`config.mk`:
```
export PLATFORM = sky130hd
export DESIGN_NAME = main_control_flat
export DESIGN_NICKNAME = d
export VERILOG_FILES = /design/src/rtl/core_pkg.sv /design/src/rtl/core_ifs.sv /design/src/rtl/main_control.sv /design/src/flat_wrapper.sv
export SDC_FILE = /design/constraint.sdc
export NUM_CORES = 1
export LEC_CHECK = 0
export BUFFER_PORTS_ARGS = -buffer_cell sky130_fd_sc_hd__buf_2
export CAP_MARGIN = 5
export CORE_AREA = 2 2 39 41
export DETAILED_ROUTE_END_ITERATION = 8
export DIE_AREA = 0 0 41 43
export PLACE_DENSITY = 0.65
export SYNTH_ARGS = -nofsm -noshare
export SYNTH_HDL_FRONTEND = slang
export SYNTH_SLANG_ARGS = --single-unit
```
`constraint.sdc`:
```
create_clock -name vclk -period 1.2
set_input_delay 0.06 -clock vclk [all_inputs]
set_output_delay 0.06 -clock vclk [all_outputs]
set_load 0.05 [all_outputs]
```
`src/rtl/core_pkg.sv`:
```
// RV32I core shared definitions
`default_nettype none

package core_pkg;

    localparam int XLEN       = 32;
    localparam int REG_ADDR_W = 5;

    typedef logic [XLEN-1:0]       word_t;
    typedef logic [REG_ADDR_W-1:0] reg_addr_t;

    // Instruction field positions
    localparam int OPCODE_W   = 7;
    localparam int RD_LSB     = 7;
    localparam int FUNCT3_LSB = 12;
    localparam int RS1_LSB    = 15;
    localparam int RS2_LSB    = 20;
    localparam int SUB_BIT    = 30;

    typedef enum logic [OPCODE_W-1:0] {
        OPC_LOAD   = 7'b0000011,
        OPC_OP_IMM = 7'b0010011,
        OPC_STORE  = 7'b0100011,
        OPC_OP     = 7'b0110011,
        OPC_BRANCH = 7'b1100011
    } opcode_e;

    // funct3 codes of the supported ops
    localparam logic [2:0] F3_ADD = 3'b000;
    localparam logic [2:0] F3_SLL = 3'b001;
    localparam logic [2:0] F3_SLT = 3'b010;
    localparam logic [2:0] F3_XOR = 3'b100;
    localparam logic [2:0] F3_SRL = 3'b101;
    localparam logic [2:0] F3_OR  = 3'b110;
    localparam logic [2:0] F3_AND = 3'b111;
    localparam logic [2:0] F3_BEQ = 3'b000;

    typedef enum logic [3:0] {
        ALU_ADD,
        ALU_SUB,
        ALU_AND,
        ALU_OR,
        ALU_XOR,
        ALU_SLT,
        ALU_SLL,
        ALU_SRL
    } alu_op_e;

    // ADDI x0, x0, 0
    localparam word_t NOP_INSTR = 32'h0000_0013;

endpackage

`default_nettype wire

```
`src/rtl/core_ifs.sv`:
```
// Core interfaces
`timescale 1ns/1ps
`default_nettype none

// Decoded control bundle for the instruction in decode
interface ctrl_if import core_pkg::*; ();

    alu_op_e alu_op;
    logic    alu_src_imm;
    logic    mem_read;
    logic    mem_write;
    logic    reg_write;
    logic    mem_to_reg;
    logic    branch;

    modport ctrl (
        output alu_op, alu_src_imm, mem_read, mem_write, reg_write, mem_to_reg, branch
    );

    modport stage (
        input alu_op, alu_src_imm, mem_read, mem_write, reg_write, mem_to_reg, branch
    );

endinterface

// Branch redirect from execute back to fetch
interface redirect_if import core_pkg::*; ();

    logic  branch_ex;
    logic  equal_ex;
    word_t target;
    // One cycle high for a taken BEQ
    logic  flush;

    modport ex (output branch_ex, equal_ex, target);
    modport ctrl (input branch_ex, equal_ex, output flush);
    modport fetch (input target, flush);

endinterface

`default_nettype wire

```
`src/rtl/main_control.sv`:
```
// Main decoder and flush control
`timescale 1ns/1ps
`default_nettype none

module main_control
    import core_pkg::*;
(
    input  word_t    instr,
    ctrl_if.ctrl     ctrl,
    redirect_if.ctrl redir
);

    opcode_e    opcode;
    logic [2:0] funct3;

    function automatic alu_op_e alu_decode(input logic [2:0] f3, input logic sub);
        case (f3)
            F3_ADD:  alu_decode = sub ? ALU_SUB : ALU_ADD;
            F3_SLL:  alu_decode = ALU_SLL;
            F3_SLT:  alu_decode = ALU_SLT;
            F3_XOR:  alu_decode = ALU_XOR;
            F3_SRL:  alu_decode = ALU_SRL;
            F3_OR:   alu_decode = ALU_OR;
            F3_AND:  alu_decode = ALU_AND;
            default: alu_decode = ALU_ADD;
        endcase
    endfunction

    assign opcode = opcode_e'(instr[OPCODE_W-1:0]);
    assign funct3 = instr[FUNCT3_LSB +: 3];

    always_comb begin
        ctrl.alu_op      = ALU_ADD;
        ctrl.alu_src_imm = 1'b0;
        ctrl.mem_read    = 1'b0;
        ctrl.mem_write   = 1'b0;
        ctrl.reg_write   = 1'b0;
        ctrl.mem_to_reg  = 1'b0;
        ctrl.branch      = 1'b0;
        case (opcode)
            OPC_OP: begin
                ctrl.alu_op    = alu_decode(funct3, instr[SUB_BIT]);
                ctrl.reg_write = 1'b1;
            end
            OPC_OP_IMM: begin
                // No immediate subtract in RV32I
                ctrl.alu_op      = alu_decode(funct3, 1'b0);
                ctrl.alu_src_imm = 1'b1;
                ctrl.reg_write   = 1'b1;
            end
            OPC_LOAD: begin
                ctrl.alu_src_imm = 1'b1;
                ctrl.mem_read    = 1'b1;
                ctrl.reg_write   = 1'b1;
                ctrl.mem_to_reg  = 1'b1;
            end
            OPC_STORE: begin
                ctrl.alu_src_imm = 1'b1;
                ctrl.mem_write   = 1'b1;
            end
            OPC_BRANCH: begin
                ctrl.branch = (funct3 == F3_BEQ);
            end
            // Anything else retires as a no-operation
            default: ;
        endcase
    end

    // Taken BEQ in execute squashes the two younger instructions
    assign redir.flush = redir.branch_ex & redir.equal_ex;

endmodule

`default_nettype wire

```
`src/flat_wrapper.sv`:
```
// flat-port wrapper written by rule: the top's interface ports become plain ports
module main_control_flat import core_pkg::*;
  (instr, ctrl_alu_op, ctrl_alu_src_imm, ctrl_mem_read, ctrl_mem_write, ctrl_reg_write, ctrl_mem_to_reg, ctrl_branch, redir_branch_ex, redir_equal_ex, redir_flush);
  ctrl_if ctrl_i ();
  redirect_if redir_i ();
  input  word_t instr;
  output wire logic [$bits(ctrl_i.alu_op)-1:0] ctrl_alu_op;
  output wire logic [$bits(ctrl_i.alu_src_imm)-1:0] ctrl_alu_src_imm;
  output wire logic [$bits(ctrl_i.mem_read)-1:0] ctrl_mem_read;
  output wire logic [$bits(ctrl_i.mem_write)-1:0] ctrl_mem_write;
  output wire logic [$bits(ctrl_i.reg_write)-1:0] ctrl_reg_write;
  output wire logic [$bits(ctrl_i.mem_to_reg)-1:0] ctrl_mem_to_reg;
  output wire logic [$bits(ctrl_i.branch)-1:0] ctrl_branch;
  input wire logic [$bits(redir_i.branch_ex)-1:0] redir_branch_ex;
  input wire logic [$bits(redir_i.equal_ex)-1:0] redir_equal_ex;
  output wire logic [$bits(redir_i.flush)-1:0] redir_flush;
  assign ctrl_alu_op = ctrl_i.alu_op;
  assign ctrl_alu_src_imm = ctrl_i.alu_src_imm;
  assign ctrl_mem_read = ctrl_i.mem_read;
  assign ctrl_mem_write = ctrl_i.mem_write;
  assign ctrl_reg_write = ctrl_i.reg_write;
  assign ctrl_mem_to_reg = ctrl_i.mem_to_reg;
  assign ctrl_branch = ctrl_i.branch;
  assign redir_i.branch_ex = redir_branch_ex;
  assign redir_i.equal_ex = redir_equal_ex;
  assign redir_flush = redir_i.flush;
  main_control u_core (.instr(instr), .ctrl(ctrl_i), .redir(redir_i));
endmodule
```
==> results.py <==
metrics = {
    "sta": {
        "drv_slew": 0,
        "fin_crit_sh": 0.889,
        "holdWs_ns": 0.480,
        "rsz0062_at_grt": "no",
        "setup_viol": 0,
        "fmax_ghz": 0.937,
        "finalHoldViolCount": 0,
        "min_period_ns": 1.07,
    },
    "finish": {
        "area_delta_synth_final_pct": 69.4,
        "multiInputGateArea_um2": 166,
        "stdcell_count": 61,
        "nets": 81,
        "fill_cells": 152,
        "antenna_cells": 0,
        "seqCellArea_um2": 0,
        "clock_buffers": 0,
        "final_layout_size_suffix_gt1_frac": 0.644,
        "postLayoutCellArea_um2": 305,
        "seq_cell_count": 0,
    },
    "clock_tree": {
        "post_cts_buffers": 0,
        "cts_resized": 0,
        "cts_hold_buf": 0,
    },
    "critical_path": {
        "end_kind": "primary output",
        "startpoint_type": "primary input",
        "cp.arrival_ns": 1.01,
        "worstPathMaxFanout": 7,
        "required_ns": 1.14,
        "worstSetupPathType": "primary input to primary output",
    },
    "die": {
        "die_w_um": 41,
        "core_mm2": 0.00138,
        "initial_core_util": 0.130,
        "chipHeight_um": 43,
        "num_rows": 14,
        "die_area_mm2": 0.00176,
        "io-pin-count": 45,
    },
    "place": {
        "place.gp.congestion": 0.553,
        "numPortBuffers": 23,
        "placedCellCount": 61,
        "placed_area_um2": 305,
        "dp_hpwl_um": 482,
    },
    "hold_path": {
        "hold_end": "ctrl_mem_to_reg",
        "hold_start": "instr[4]",
        "min_delay_path_depth": 3,
        "holdCritPathClass": "primary input to primary output",
    },
    "global_routing": {
        "grt_overflow_total": 0,
        "grt_pass1_vias": 247,
        "antenna_found_initial": 0,
        "grt_max_degree": 8,
        "grt_pass1_wl_um": 910,
        "grt_util_all_layers": 0.0689,
    },
    "outcome": {
        "outcome": "completed",
    },
    "synthesis": {
        "yosys-top-cells-count": "nor3_1, a21oi_1, buf_4, nand2b_1, nand3_1",
        "synth.top_cell.area_share": 0.132,
        "synth_nets": 58,
        "synth_top_cell_by_area": "nand4b_4",
        "synthesis.area_um2": 180,
        "yosys.cell_types.count": 17,
        "yosys_warnings": 0,
        "synth.area.top_cells": "nand4b_4, nor3_1, a311oi_2, buf_4, and4bb_2",
        "yosys.cell_count.top_type": "nor3_1",
        "synthCells": 24,
        "avgSynthCellArea_um2": 7.51,
        "yosysSeqAreaShare": 0,
    },
    "power": {
        "powerDensity_mw_per_mm2": 274,
        "p_leak_nw": 0.168,
        "power_frac_comb": 1.000,
        "p_clk_frac": 0,
        "netSwitchingPower_uw": 52.5,
        "p_int_uw": 31.2,
        "peakVddDrop_v": 0.0000529,
        "p_seq_frac": 0,
        "swShare": 0.627,
    },
    "routing": {
        "drt-pass1-iter-count": 1,
        "wl_um": 509,
        "drc": 0,
        "initialDrtViolationCount": 0,
        "vias_per_cell": 4.18,
        "ant_nets": 0,
        "vias": 255,
        "wire_per_inst_um": 8.34,
    },
    "flow_run": {
        "cap_violations": 0,
    },
}
[worst max-delay path by stage]
stage                        start  slack, ns             end
after detailed placement  instr[3]       0.11  ctrl_alu_op[0]
after global placement    instr[3]       0.12  ctrl_alu_op[0]
after floorplan           instr[3]      -0.29  ctrl_alu_op[1]
after CTS                 instr[3]       0.12  ctrl_alu_op[0]
final                     instr[3]       0.13  ctrl_alu_op[0]
after global routing      instr[3]       0.07  ctrl_alu_op[0]
[through the flow]
step / setup slack [ns] / utilization / setup TNS (ns) / total power [mW]
floorplan: -0.293 / - / -0.756 / 0.0473
CTS: 0.117 / 0.221 / 0 / 0.0848
global placement: 0.124 / 0.221 / 0 / 0.0829
detailed placement: 0.114 / 0.221 / 0 / 0.0847
finish: 0.133 / 0.221 / 0 / 0.0837
global route: 0.0749 / 0.221 / 0 / 0.0916
[critical path: stages]
cell	delay, ns
buf_2	0.11
nor2_4	0.12
nand4b_4	0.16
a311oi_2	0.25
buf_2	0.30
[final cells by class]
| class | count | share of cell area |
|---|---|---|
| Inverter | 1 | 0.0123 |
| Multi-Input combinational cell | 21 | 0.545 |
| Tap cell | 16 | 0.0656 |
| Timing Repair Buffer | 23 | 0.377 |
[layer usage]
metal,track usage,share of wire,up-vias
li1,-,-,128
met1,0.0918,0.41,111
met2,0.125,0.48,16
met3,0,0.12,0
met4,0,0,0
met5,0,0,-
[cell families (layout without fill, tap and decap cells)]
group | after synthesis | after routing | synth area share
XOR/XNOR | 1 | 1 | 0.0486
AND/OR/NAND/NOR | 15 | 15 | 0.632
multiplexers | 1 | 1 | 0.0556
other | 1 | 1 | 0.0208
AO/OA/AOI/OAI | 3 | 3 | 0.139
buffers and inverters | 3 | 24 | 0.104
[power by group through the flow]
stage | logic, mW | registers, mW | clock network [mW]
floorplan | 0.0473 | 0 | 0
finish | 0.0837 | 0 | 0
global route | 0.0916 | 0 | 0
global placement | 0.0829 | 0 | 0
CTS | 0.0848 | 0 | 0
detailed placement | 0.0847 | 0 | 0
[placed cells by master, fill, tap and decap left out, drive strengths merged]
cell type  instances
inv                1
nand3              2
mux2i              1
nor2               3
and4bb             1
xor2               1
a311oi             1
nand2b             2
nand4b             1
nand3b             1
nor3               4
buf               23
and2               1
conb               1
a21oi              2
No activity file was read; power rests on OpenSTA's default activity.
