===== src/rtl/core_pkg.sv =====
// RV32I core shared definitions
`default_nettype none

package core_pkg;

    localparam int XLEN       = 32;
    localparam int REG_ADDR_W = 5;

    typedef logic [XLEN-1:0]       word_t;
    typedef logic [REG_ADDR_W-1:0] reg_addr_t;

    // Instruction field positions
    localparam int OPCODE_W   = 7;
    localparam int RD_LSB     = 7;
    localparam int FUNCT3_LSB = 12;
    localparam int RS1_LSB    = 15;
    localparam int RS2_LSB    = 20;
    localparam int SUB_BIT    = 30;

    typedef enum logic [OPCODE_W-1:0] {
        OPC_LOAD   = 7'b0000011,
        OPC_OP_IMM = 7'b0010011,
        OPC_STORE  = 7'b0100011,
        OPC_OP     = 7'b0110011,
        OPC_BRANCH = 7'b1100011
    } opcode_e;

    // funct3 codes of the supported ops
    localparam logic [2:0] F3_ADD = 3'b000;
    localparam logic [2:0] F3_SLL = 3'b001;
    localparam logic [2:0] F3_SLT = 3'b010;
    localparam logic [2:0] F3_XOR = 3'b100;
    localparam logic [2:0] F3_SRL = 3'b101;
    localparam logic [2:0] F3_OR  = 3'b110;
    localparam logic [2:0] F3_AND = 3'b111;
    localparam logic [2:0] F3_BEQ = 3'b000;

    typedef enum logic [3:0] {
        ALU_ADD,
        ALU_SUB,
        ALU_AND,
        ALU_OR,
        ALU_XOR,
        ALU_SLT,
        ALU_SLL,
        ALU_SRL
    } alu_op_e;

    // ADDI x0, x0, 0
    localparam word_t NOP_INSTR = 32'h0000_0013;

endpackage

`default_nettype wire


===== src/rtl/core_ifs.sv =====
// Core interfaces
`timescale 1ns/1ps
`default_nettype none

// Decoded control bundle for the instruction in decode
interface ctrl_if import core_pkg::*; ();

    alu_op_e alu_op;
    logic    alu_src_imm;
    logic    mem_read;
    logic    mem_write;
    logic    reg_write;
    logic    mem_to_reg;
    logic    branch;

    modport ctrl (
        output alu_op, alu_src_imm, mem_read, mem_write, reg_write, mem_to_reg, branch
    );

    modport stage (
        input alu_op, alu_src_imm, mem_read, mem_write, reg_write, mem_to_reg, branch
    );

endinterface

// Branch redirect from execute back to fetch
interface redirect_if import core_pkg::*; ();

    logic  branch_ex;
    logic  equal_ex;
    word_t target;
    // One cycle high for a taken BEQ
    logic  flush;

    modport ex (output branch_ex, equal_ex, target);
    modport ctrl (input branch_ex, equal_ex, output flush);
    modport fetch (input target, flush);

endinterface

`default_nettype wire


===== src/rtl/decode_stage.sv =====
// Instruction decode stage
`timescale 1ns/1ps
`default_nettype none

module decode_stage
    import core_pkg::*;
(
    input  logic      clk,
    input  logic      rst_n,
    input  word_t     instr_id,
    input  word_t     pc_id,
    ctrl_if.stage     ctrl,
    redirect_if.fetch redir,
    input  logic      wb_reg_write,
    input  logic      wb_mem_to_reg,
    input  reg_addr_t wb_rd,
    input  word_t     wb_alu_result,
    input  word_t     wb_load_data,
    input  reg_addr_t dbg_reg_addr,
    output word_t     dbg_reg_data,
    output word_t     pc_ex,
    output word_t     rs1_data_ex,
    output word_t     rs2_data_ex,
    output word_t     imm_ex,
    output reg_addr_t rd_ex,
    output alu_op_e   alu_op_ex,
    output logic      alu_src_imm_ex,
    output logic      mem_read_ex,
    output logic      mem_write_ex,
    output logic      reg_write_ex,
    output logic      mem_to_reg_ex,
    output logic      branch_ex
);

    localparam int NUM_REGS = 1 << REG_ADDR_W;

    word_t     regs [NUM_REGS];
    word_t     wb_data;
    logic      wb_en;
    reg_addr_t rs1;
    reg_addr_t rs2;
    word_t     rs1_data;
    word_t     rs2_data;
    word_t     imm;

    // Writeback select
    assign wb_data = wb_mem_to_reg ? wb_load_data : wb_alu_result;
    // x0 is never written, so it stays at its reset value
    assign wb_en   = wb_reg_write && (wb_rd != '0);

    always_ff @(posedge clk or negedge rst_n) begin
        if (!rst_n) begin
            for (int i = 0; i < NUM_REGS; i++) begin
                regs[i] <= '0;
            end
        end else if (wb_en) begin
            regs[wb_rd] <= wb_data;
        end
    end

    assign rs1 = instr_id[RS1_LSB +: REG_ADDR_W];
    assign rs2 = instr_id[RS2_LSB +: REG_ADDR_W];

    // Write-through from writeback in the same cycle
    assign rs1_data = (wb_en && wb_rd == rs1) ? wb_data : regs[rs1];
    assign rs2_data = (wb_en && wb_rd == rs2) ? wb_data : regs[rs2];

    assign dbg_reg_data = regs[dbg_reg_addr];

    // I-type immediate unless store or branch
    always_comb begin
        case (opcode_e'(instr_id[OPCODE_W-1:0]))
            OPC_STORE:  imm = {{20{instr_id[31]}}, instr_id[31:25], instr_id[11:7]};
            OPC_BRANCH: imm = {{19{instr_id[31]}}, instr_id[31], instr_id[7],
                               instr_id[30:25], instr_id[11:8], 1'b0};
            default:    imm = {{20{instr_id[31]}}, instr_id[31:20]};
        endcase
    end

    // ID/EX controls are squashed on a taken branch
    always_ff @(posedge clk or negedge rst_n) begin
        if (!rst_n) begin
            alu_op_ex      <= ALU_ADD;
            alu_src_imm_ex <= 1'b0;
            mem_read_ex    <= 1'b0;
            mem_write_ex   <= 1'b0;
            reg_write_ex   <= 1'b0;
            mem_to_reg_ex  <= 1'b0;
            branch_ex      <= 1'b0;
        end else if (redir.flush) begin
            alu_op_ex      <= ALU_ADD;
            alu_src_imm_ex <= 1'b0;
            mem_read_ex    <= 1'b0;
            mem_write_ex   <= 1'b0;
            reg_write_ex   <= 1'b0;
            mem_to_reg_ex  <= 1'b0;
            branch_ex      <= 1'b0;
        end else begin
            alu_op_ex      <= ctrl.alu_op;
            alu_src_imm_ex <= ctrl.alu_src_imm;
            mem_read_ex    <= ctrl.mem_read;
            mem_write_ex   <= ctrl.mem_write;
            reg_write_ex   <= ctrl.reg_write;
            mem_to_reg_ex  <= ctrl.mem_to_reg;
            branch_ex      <= ctrl.branch;
        end
    end

    // ID/EX payload
    always_ff @(posedge clk) begin
        pc_ex       <= pc_id;
        rs1_data_ex <= rs1_data;
        rs2_data_ex <= rs2_data;
        imm_ex      <= imm;
        rd_ex       <= instr_id[RD_LSB +: REG_ADDR_W];
    end

    x0_reads_zero: assert property (@(posedge clk) disable iff (!rst_n) regs[0] == '0)
        else $error("register x0 holds a nonzero value");

endmodule

`default_nettype wire


===== src/flat_wrapper.sv =====
// flat-port wrapper written by rule: the top's interface ports become plain ports
module decode_stage_flat import core_pkg::*;
  (clk, rst_n, instr_id, pc_id, wb_reg_write, wb_mem_to_reg, wb_rd, wb_alu_result, wb_load_data, dbg_reg_addr, dbg_reg_data, pc_ex, rs1_data_ex, rs2_data_ex, imm_ex, rd_ex, alu_op_ex, alu_src_imm_ex, mem_read_ex, mem_write_ex, reg_write_ex, mem_to_reg_ex, branch_ex, ctrl_alu_op, ctrl_alu_src_imm, ctrl_mem_read, ctrl_mem_write, ctrl_reg_write, ctrl_mem_to_reg, ctrl_branch, redir_target, redir_flush);
  ctrl_if ctrl_i ();
  redirect_if redir_i ();
  input  logic clk;
  input  logic rst_n;
  input  word_t instr_id;
  input  word_t pc_id;
  input  logic wb_reg_write;
  input  logic wb_mem_to_reg;
  input  reg_addr_t wb_rd;
  input  word_t wb_alu_result;
  input  word_t wb_load_data;
  input  reg_addr_t dbg_reg_addr;
  output word_t dbg_reg_data;
  output word_t pc_ex;
  output word_t rs1_data_ex;
  output word_t rs2_data_ex;
  output word_t imm_ex;
  output reg_addr_t rd_ex;
  output alu_op_e alu_op_ex;
  output logic alu_src_imm_ex;
  output logic mem_read_ex;
  output logic mem_write_ex;
  output logic reg_write_ex;
  output logic mem_to_reg_ex;
  output logic branch_ex;
  input wire logic [$bits(ctrl_i.alu_op)-1:0] ctrl_alu_op;
  input wire logic [$bits(ctrl_i.alu_src_imm)-1:0] ctrl_alu_src_imm;
  input wire logic [$bits(ctrl_i.mem_read)-1:0] ctrl_mem_read;
  input wire logic [$bits(ctrl_i.mem_write)-1:0] ctrl_mem_write;
  input wire logic [$bits(ctrl_i.reg_write)-1:0] ctrl_reg_write;
  input wire logic [$bits(ctrl_i.mem_to_reg)-1:0] ctrl_mem_to_reg;
  input wire logic [$bits(ctrl_i.branch)-1:0] ctrl_branch;
  input wire logic [$bits(redir_i.target)-1:0] redir_target;
  input wire logic [$bits(redir_i.flush)-1:0] redir_flush;
  assign ctrl_i.alu_op = ctrl_alu_op;
  assign ctrl_i.alu_src_imm = ctrl_alu_src_imm;
  assign ctrl_i.mem_read = ctrl_mem_read;
  assign ctrl_i.mem_write = ctrl_mem_write;
  assign ctrl_i.reg_write = ctrl_reg_write;
  assign ctrl_i.mem_to_reg = ctrl_mem_to_reg;
  assign ctrl_i.branch = ctrl_branch;
  assign redir_i.target = redir_target;
  assign redir_i.flush = redir_flush;
  decode_stage u_core (.clk(clk), .rst_n(rst_n), .instr_id(instr_id), .pc_id(pc_id), .ctrl(ctrl_i), .redir(redir_i), .wb_reg_write(wb_reg_write), .wb_mem_to_reg(wb_mem_to_reg), .wb_rd(wb_rd), .wb_alu_result(wb_alu_result), .wb_load_data(wb_load_data), .dbg_reg_addr(dbg_reg_addr), .dbg_reg_data(dbg_reg_data), .pc_ex(pc_ex), .rs1_data_ex(rs1_data_ex), .rs2_data_ex(rs2_data_ex), .imm_ex(imm_ex), .rd_ex(rd_ex), .alu_op_ex(alu_op_ex), .alu_src_imm_ex(alu_src_imm_ex), .mem_read_ex(mem_read_ex), .mem_write_ex(mem_write_ex), .reg_write_ex(reg_write_ex), .mem_to_reg_ex(mem_to_reg_ex), .branch_ex(branch_ex));
endmodule

===== config.mk =====
export PLATFORM = sky130hd
export DESIGN_NAME = decode_stage_flat
export DESIGN_NICKNAME = d
export VERILOG_FILES = /design/src/rtl/core_pkg.sv /design/src/rtl/core_ifs.sv /design/src/rtl/decode_stage.sv /design/src/flat_wrapper.sv
export SDC_FILE = /design/constraint.sdc
export NUM_CORES = 2
export LEC_CHECK = 0
export BUFFER_PORTS_ARGS = -buffer_cell sky130_fd_sc_hd__buf_4
export CAP_MARGIN = 10
export CORE_UTILIZATION = 55
export DETAILED_ROUTE_END_ITERATION = 6
export HOLD_SLACK_MARGIN = 0.08
export PLACE_DENSITY = 0.76
export SLEW_MARGIN = 20
export SYNTH_ARGS = -nofsm -noshare
export SYNTH_HDL_FRONTEND = slang
export SYNTH_SLANG_ARGS = --single-unit

===== constraint.sdc =====
create_clock -name clk -period 3.2 [get_ports clk]
set_clock_uncertainty 0.05 [all_clocks]
set_input_delay 0.64 -clock clk [delete_from_list [all_inputs] [get_ports clk]]
set_output_delay 0.64 -clock clk [all_outputs]
set_load 0.005 [all_outputs]

==> results.yml <==
run_status:
  outcome: "finished with violations"
  violations: "setup timing"
synthesis:
  syn_area_per_cell_um2: 12.1
  synth_seq_cells: 1148
  async_flop_share: 0.901
  synth_top_area_share: 0.415
  synth.net_count: 5324
  synth_area_leaders: "dfrtp_1 (41%), mux4_2 (30%), o21ai_0 (4.9%)"
  synthesis.area_um2: 62400
  synthCells: 5139
  synth_cell_types: 40
  synth.yosys.seq_area_share: 0.451
  yosysWarnings: 0
  synth_area_leader_cell: "dfrtp_1"
  ys.flop_type: "dfrtp_1"
  synth_edf_count: 0
clock_tree:
  clk_pin_slew_ns: 0.06
  clock_sinks: 1148
  cts_tree: "built"
  htreeDepth: 3
  clk_latency_ns: 0.73
  clk_path_buf_depth: 3
  cts_root_buffer: "clkbuf_16"
  cts_buffers: 120
critical_path:
  crit_path_end_kind: "primary output"
  cp_max_fo: 7
  arrival_ns: 2.68
  cp.required_ns: 2.51
  startpoint_type: "input pin"
  path_class: "in2out"
cells_and_area:
  nNetsFinal: 5607
  final_cell_mix: "dfrtp_1 (1033), mux4_2 (831), nand2_1 (610)"
  area_growth_pct: 19.1
  postLayoutCoreUtil: 0.661
  drive_gt1_frac: 0.338
  final_common_cell: "dfrtp_1"
  final_cell_area_um2: 74300
placement:
  placed_area_um2: 68100
  dp_slack_ns: -0.207
  dpl.hpwl_um: 128000
  port-buffer-count: 324
  gp_congestion: 0.916
global_route:
  grt_pass1_vias: 50900
  grt_start_max_net_pins: 96
  overflow: 0
  antenna_found_initial: 7
  track_usage: 0.380
  grt_pass1_wl_um: 323000
routing:
  ant_nets: 0
  viasPerCell: 7.19
  vias: 50500
  drt_first_pass_iters: 6
  finalWirelength_um: 217000
  wl_per_cell_um: 30.8
  drcViolationCount: 0
  dr.first_iter.drc_count: 8186
floorplan:
  rows: 123
  dieWidth_um: 339
  io_pins: 360
  dieArea_um2: 115000
  start_util: 0.555
  die_y_um: 339
  fp.coreArea_um2: 112000
sta:
  fin_crit_sh: 1.05
  max_freq_mhz: 297
  drv_slew: 0
  max_slew_margin: 0.443
  tightest_slew_ns: 0.835
  worst_hold_slack_ns: 0.101
  setup_ws_ns: -0.168
  setup_tns_ns: -3.91
  finalSetupViolCount: 32
  period_minus_slack_ns: 3.37
  hold_viol: 0
  rsz0062_at_grt: "yes"
power:
  p_leak_uw: 0.0316
  power_density_nw_per_um2: 632
  peakVddDrop_uv: 462
run:
  cap_violations: 0
min_path:
  hold_path_class: "in2reg"
==> metal layers <==
metal | vias to the layer above | track usage | wire, um | share of wire
met1 | 25000 | 0.479 | 70700 | 0.33
met3 | 1086 | 0.136 | 32500 | 0.15
li1 | 20000 | - | - | -
met4 | 12 | 0.237 | 16100 | 0.074
met5 | - | 0 | 78 | 0.00036
met2 | 4402 | 0.563 | 97400 | 0.45
==> power breakdown <==
group / switching, uW / internal, uW
clock: 6240 / 8910
sequential: 2950 / 17400
combinational: 4830 / 6680
total: 14000 / 33000
==> Yosys cell counts, drive strengths merged, types with 10 or more instances <==
cell    count
dfrtp    1034
mux4      831
nand2     618
o21ai     609
clkbuf    426
nor2      399
a21oi     384
o22ai     253
buf       185
dfxtp     114
mux2i      98
or4        63
mux2       39
nand3b     14
nor2b      11
nand3      10
==> worst paths after layout <==
| path | from | endpoint | slack, ns | depth (start not counted) |
|---|---|---|---|---|
| setup / recovery | dbg_reg_addr[0] | dbg_reg_data[22] | -0.17 | 8 |
| hold / removal | ctrl_mem_to_reg | u_core.mem_to_reg_ex | 0.10 | 2 |
| setup reg to reg | u_core.regs[113] | u_core.rs2_data_ex[17] | 1.20 | 6 |
| hold reg to reg | u_core.regs[1012] | u_core.regs[1012] | 0.37 | 0 |
| max in group asynchronous | rst_n | u_core.mem_read_ex | 1.55 | 4 |
| min in group asynchronous | rst_n | u_core.regs[101] | 0.47 | 2 |
==> kinds of logic (layout without fill, tap and decap cells) <==
kind of cell | after synthesis | after routing | share of synthesized area
compound gates | 1251 | 1251 | 0.106
xor+xnor | 10 | 10 | 0.00140
buf+inv | 612 | 1001 | 0.0427
other cells | 0 | 4 | 0
simple gates | 1150 | 1150 | 0.0763
mux | 968 | 968 | 0.323
flops | 1148 | 1148 | 0.451
==> final cells by class <==
| class | instances | area, um^2 |
|---|---|---|
| Antenna cell | 4 | 10.0 |
| Clock buffer | 145 | 3190 |
| Clock inverter | 83 | 1070 |
| Fill cell | 7713 | 38200 |
| Inverter | 1 | 3.75 |
| Multi-Input combinational cell | 3379 | 32100 |
| Sequential cell | 1148 | 28200 |
| Tap cell | 1500 | 1880 |
| Timing Repair Buffer | 772 | 7960 |
==> flip-flops by register name (all words and copies together) (netlist names) <==
name,cells
u_core.branch_ex,1
u_core.mem_read_ex,1
u_core.alu_src_imm_ex,1
u_core.reg_write_ex,1
u_core.regs,1024
u_core.mem_write_ex,1
u_core.mem_to_reg_ex,1
u_core.pc_ex,32
u_core.rs1_data_ex,32
u_core.imm_ex,13
u_core.rs2_data_ex,32
u_core.alu_op_ex,4
u_core.rd_ex,5
==> worst max-delay path: stages <==
cell	delay (ns)
buf_16	0.13
buf_16	0.17
buf_12	0.14
buf_12	0.13
mux4_2	0.50
mux4_2	0.48
mux2_4	0.32
buf_6	0.13
==> per-stage QoR <==
step           total power [uW]  cells
6_report                  47000   7032
5_1_grt                   48700   7028
4_1_cts                   46600   7009
3_5_place_dp              31000   6658
3_3_place_gp              30300   6658
2_1_floorplan             27100   5139
==> repair_timing <==
item                       in CTS  in global routing
gates cloned                   13                  2
gates resized for setup       120                  5
hold endpoints to repair       92                  0
buffers inserted               52                 22
setup endpoints to repair      32                 32
hold buffers                   59                  0
Power figures use the tool's default switching activity.
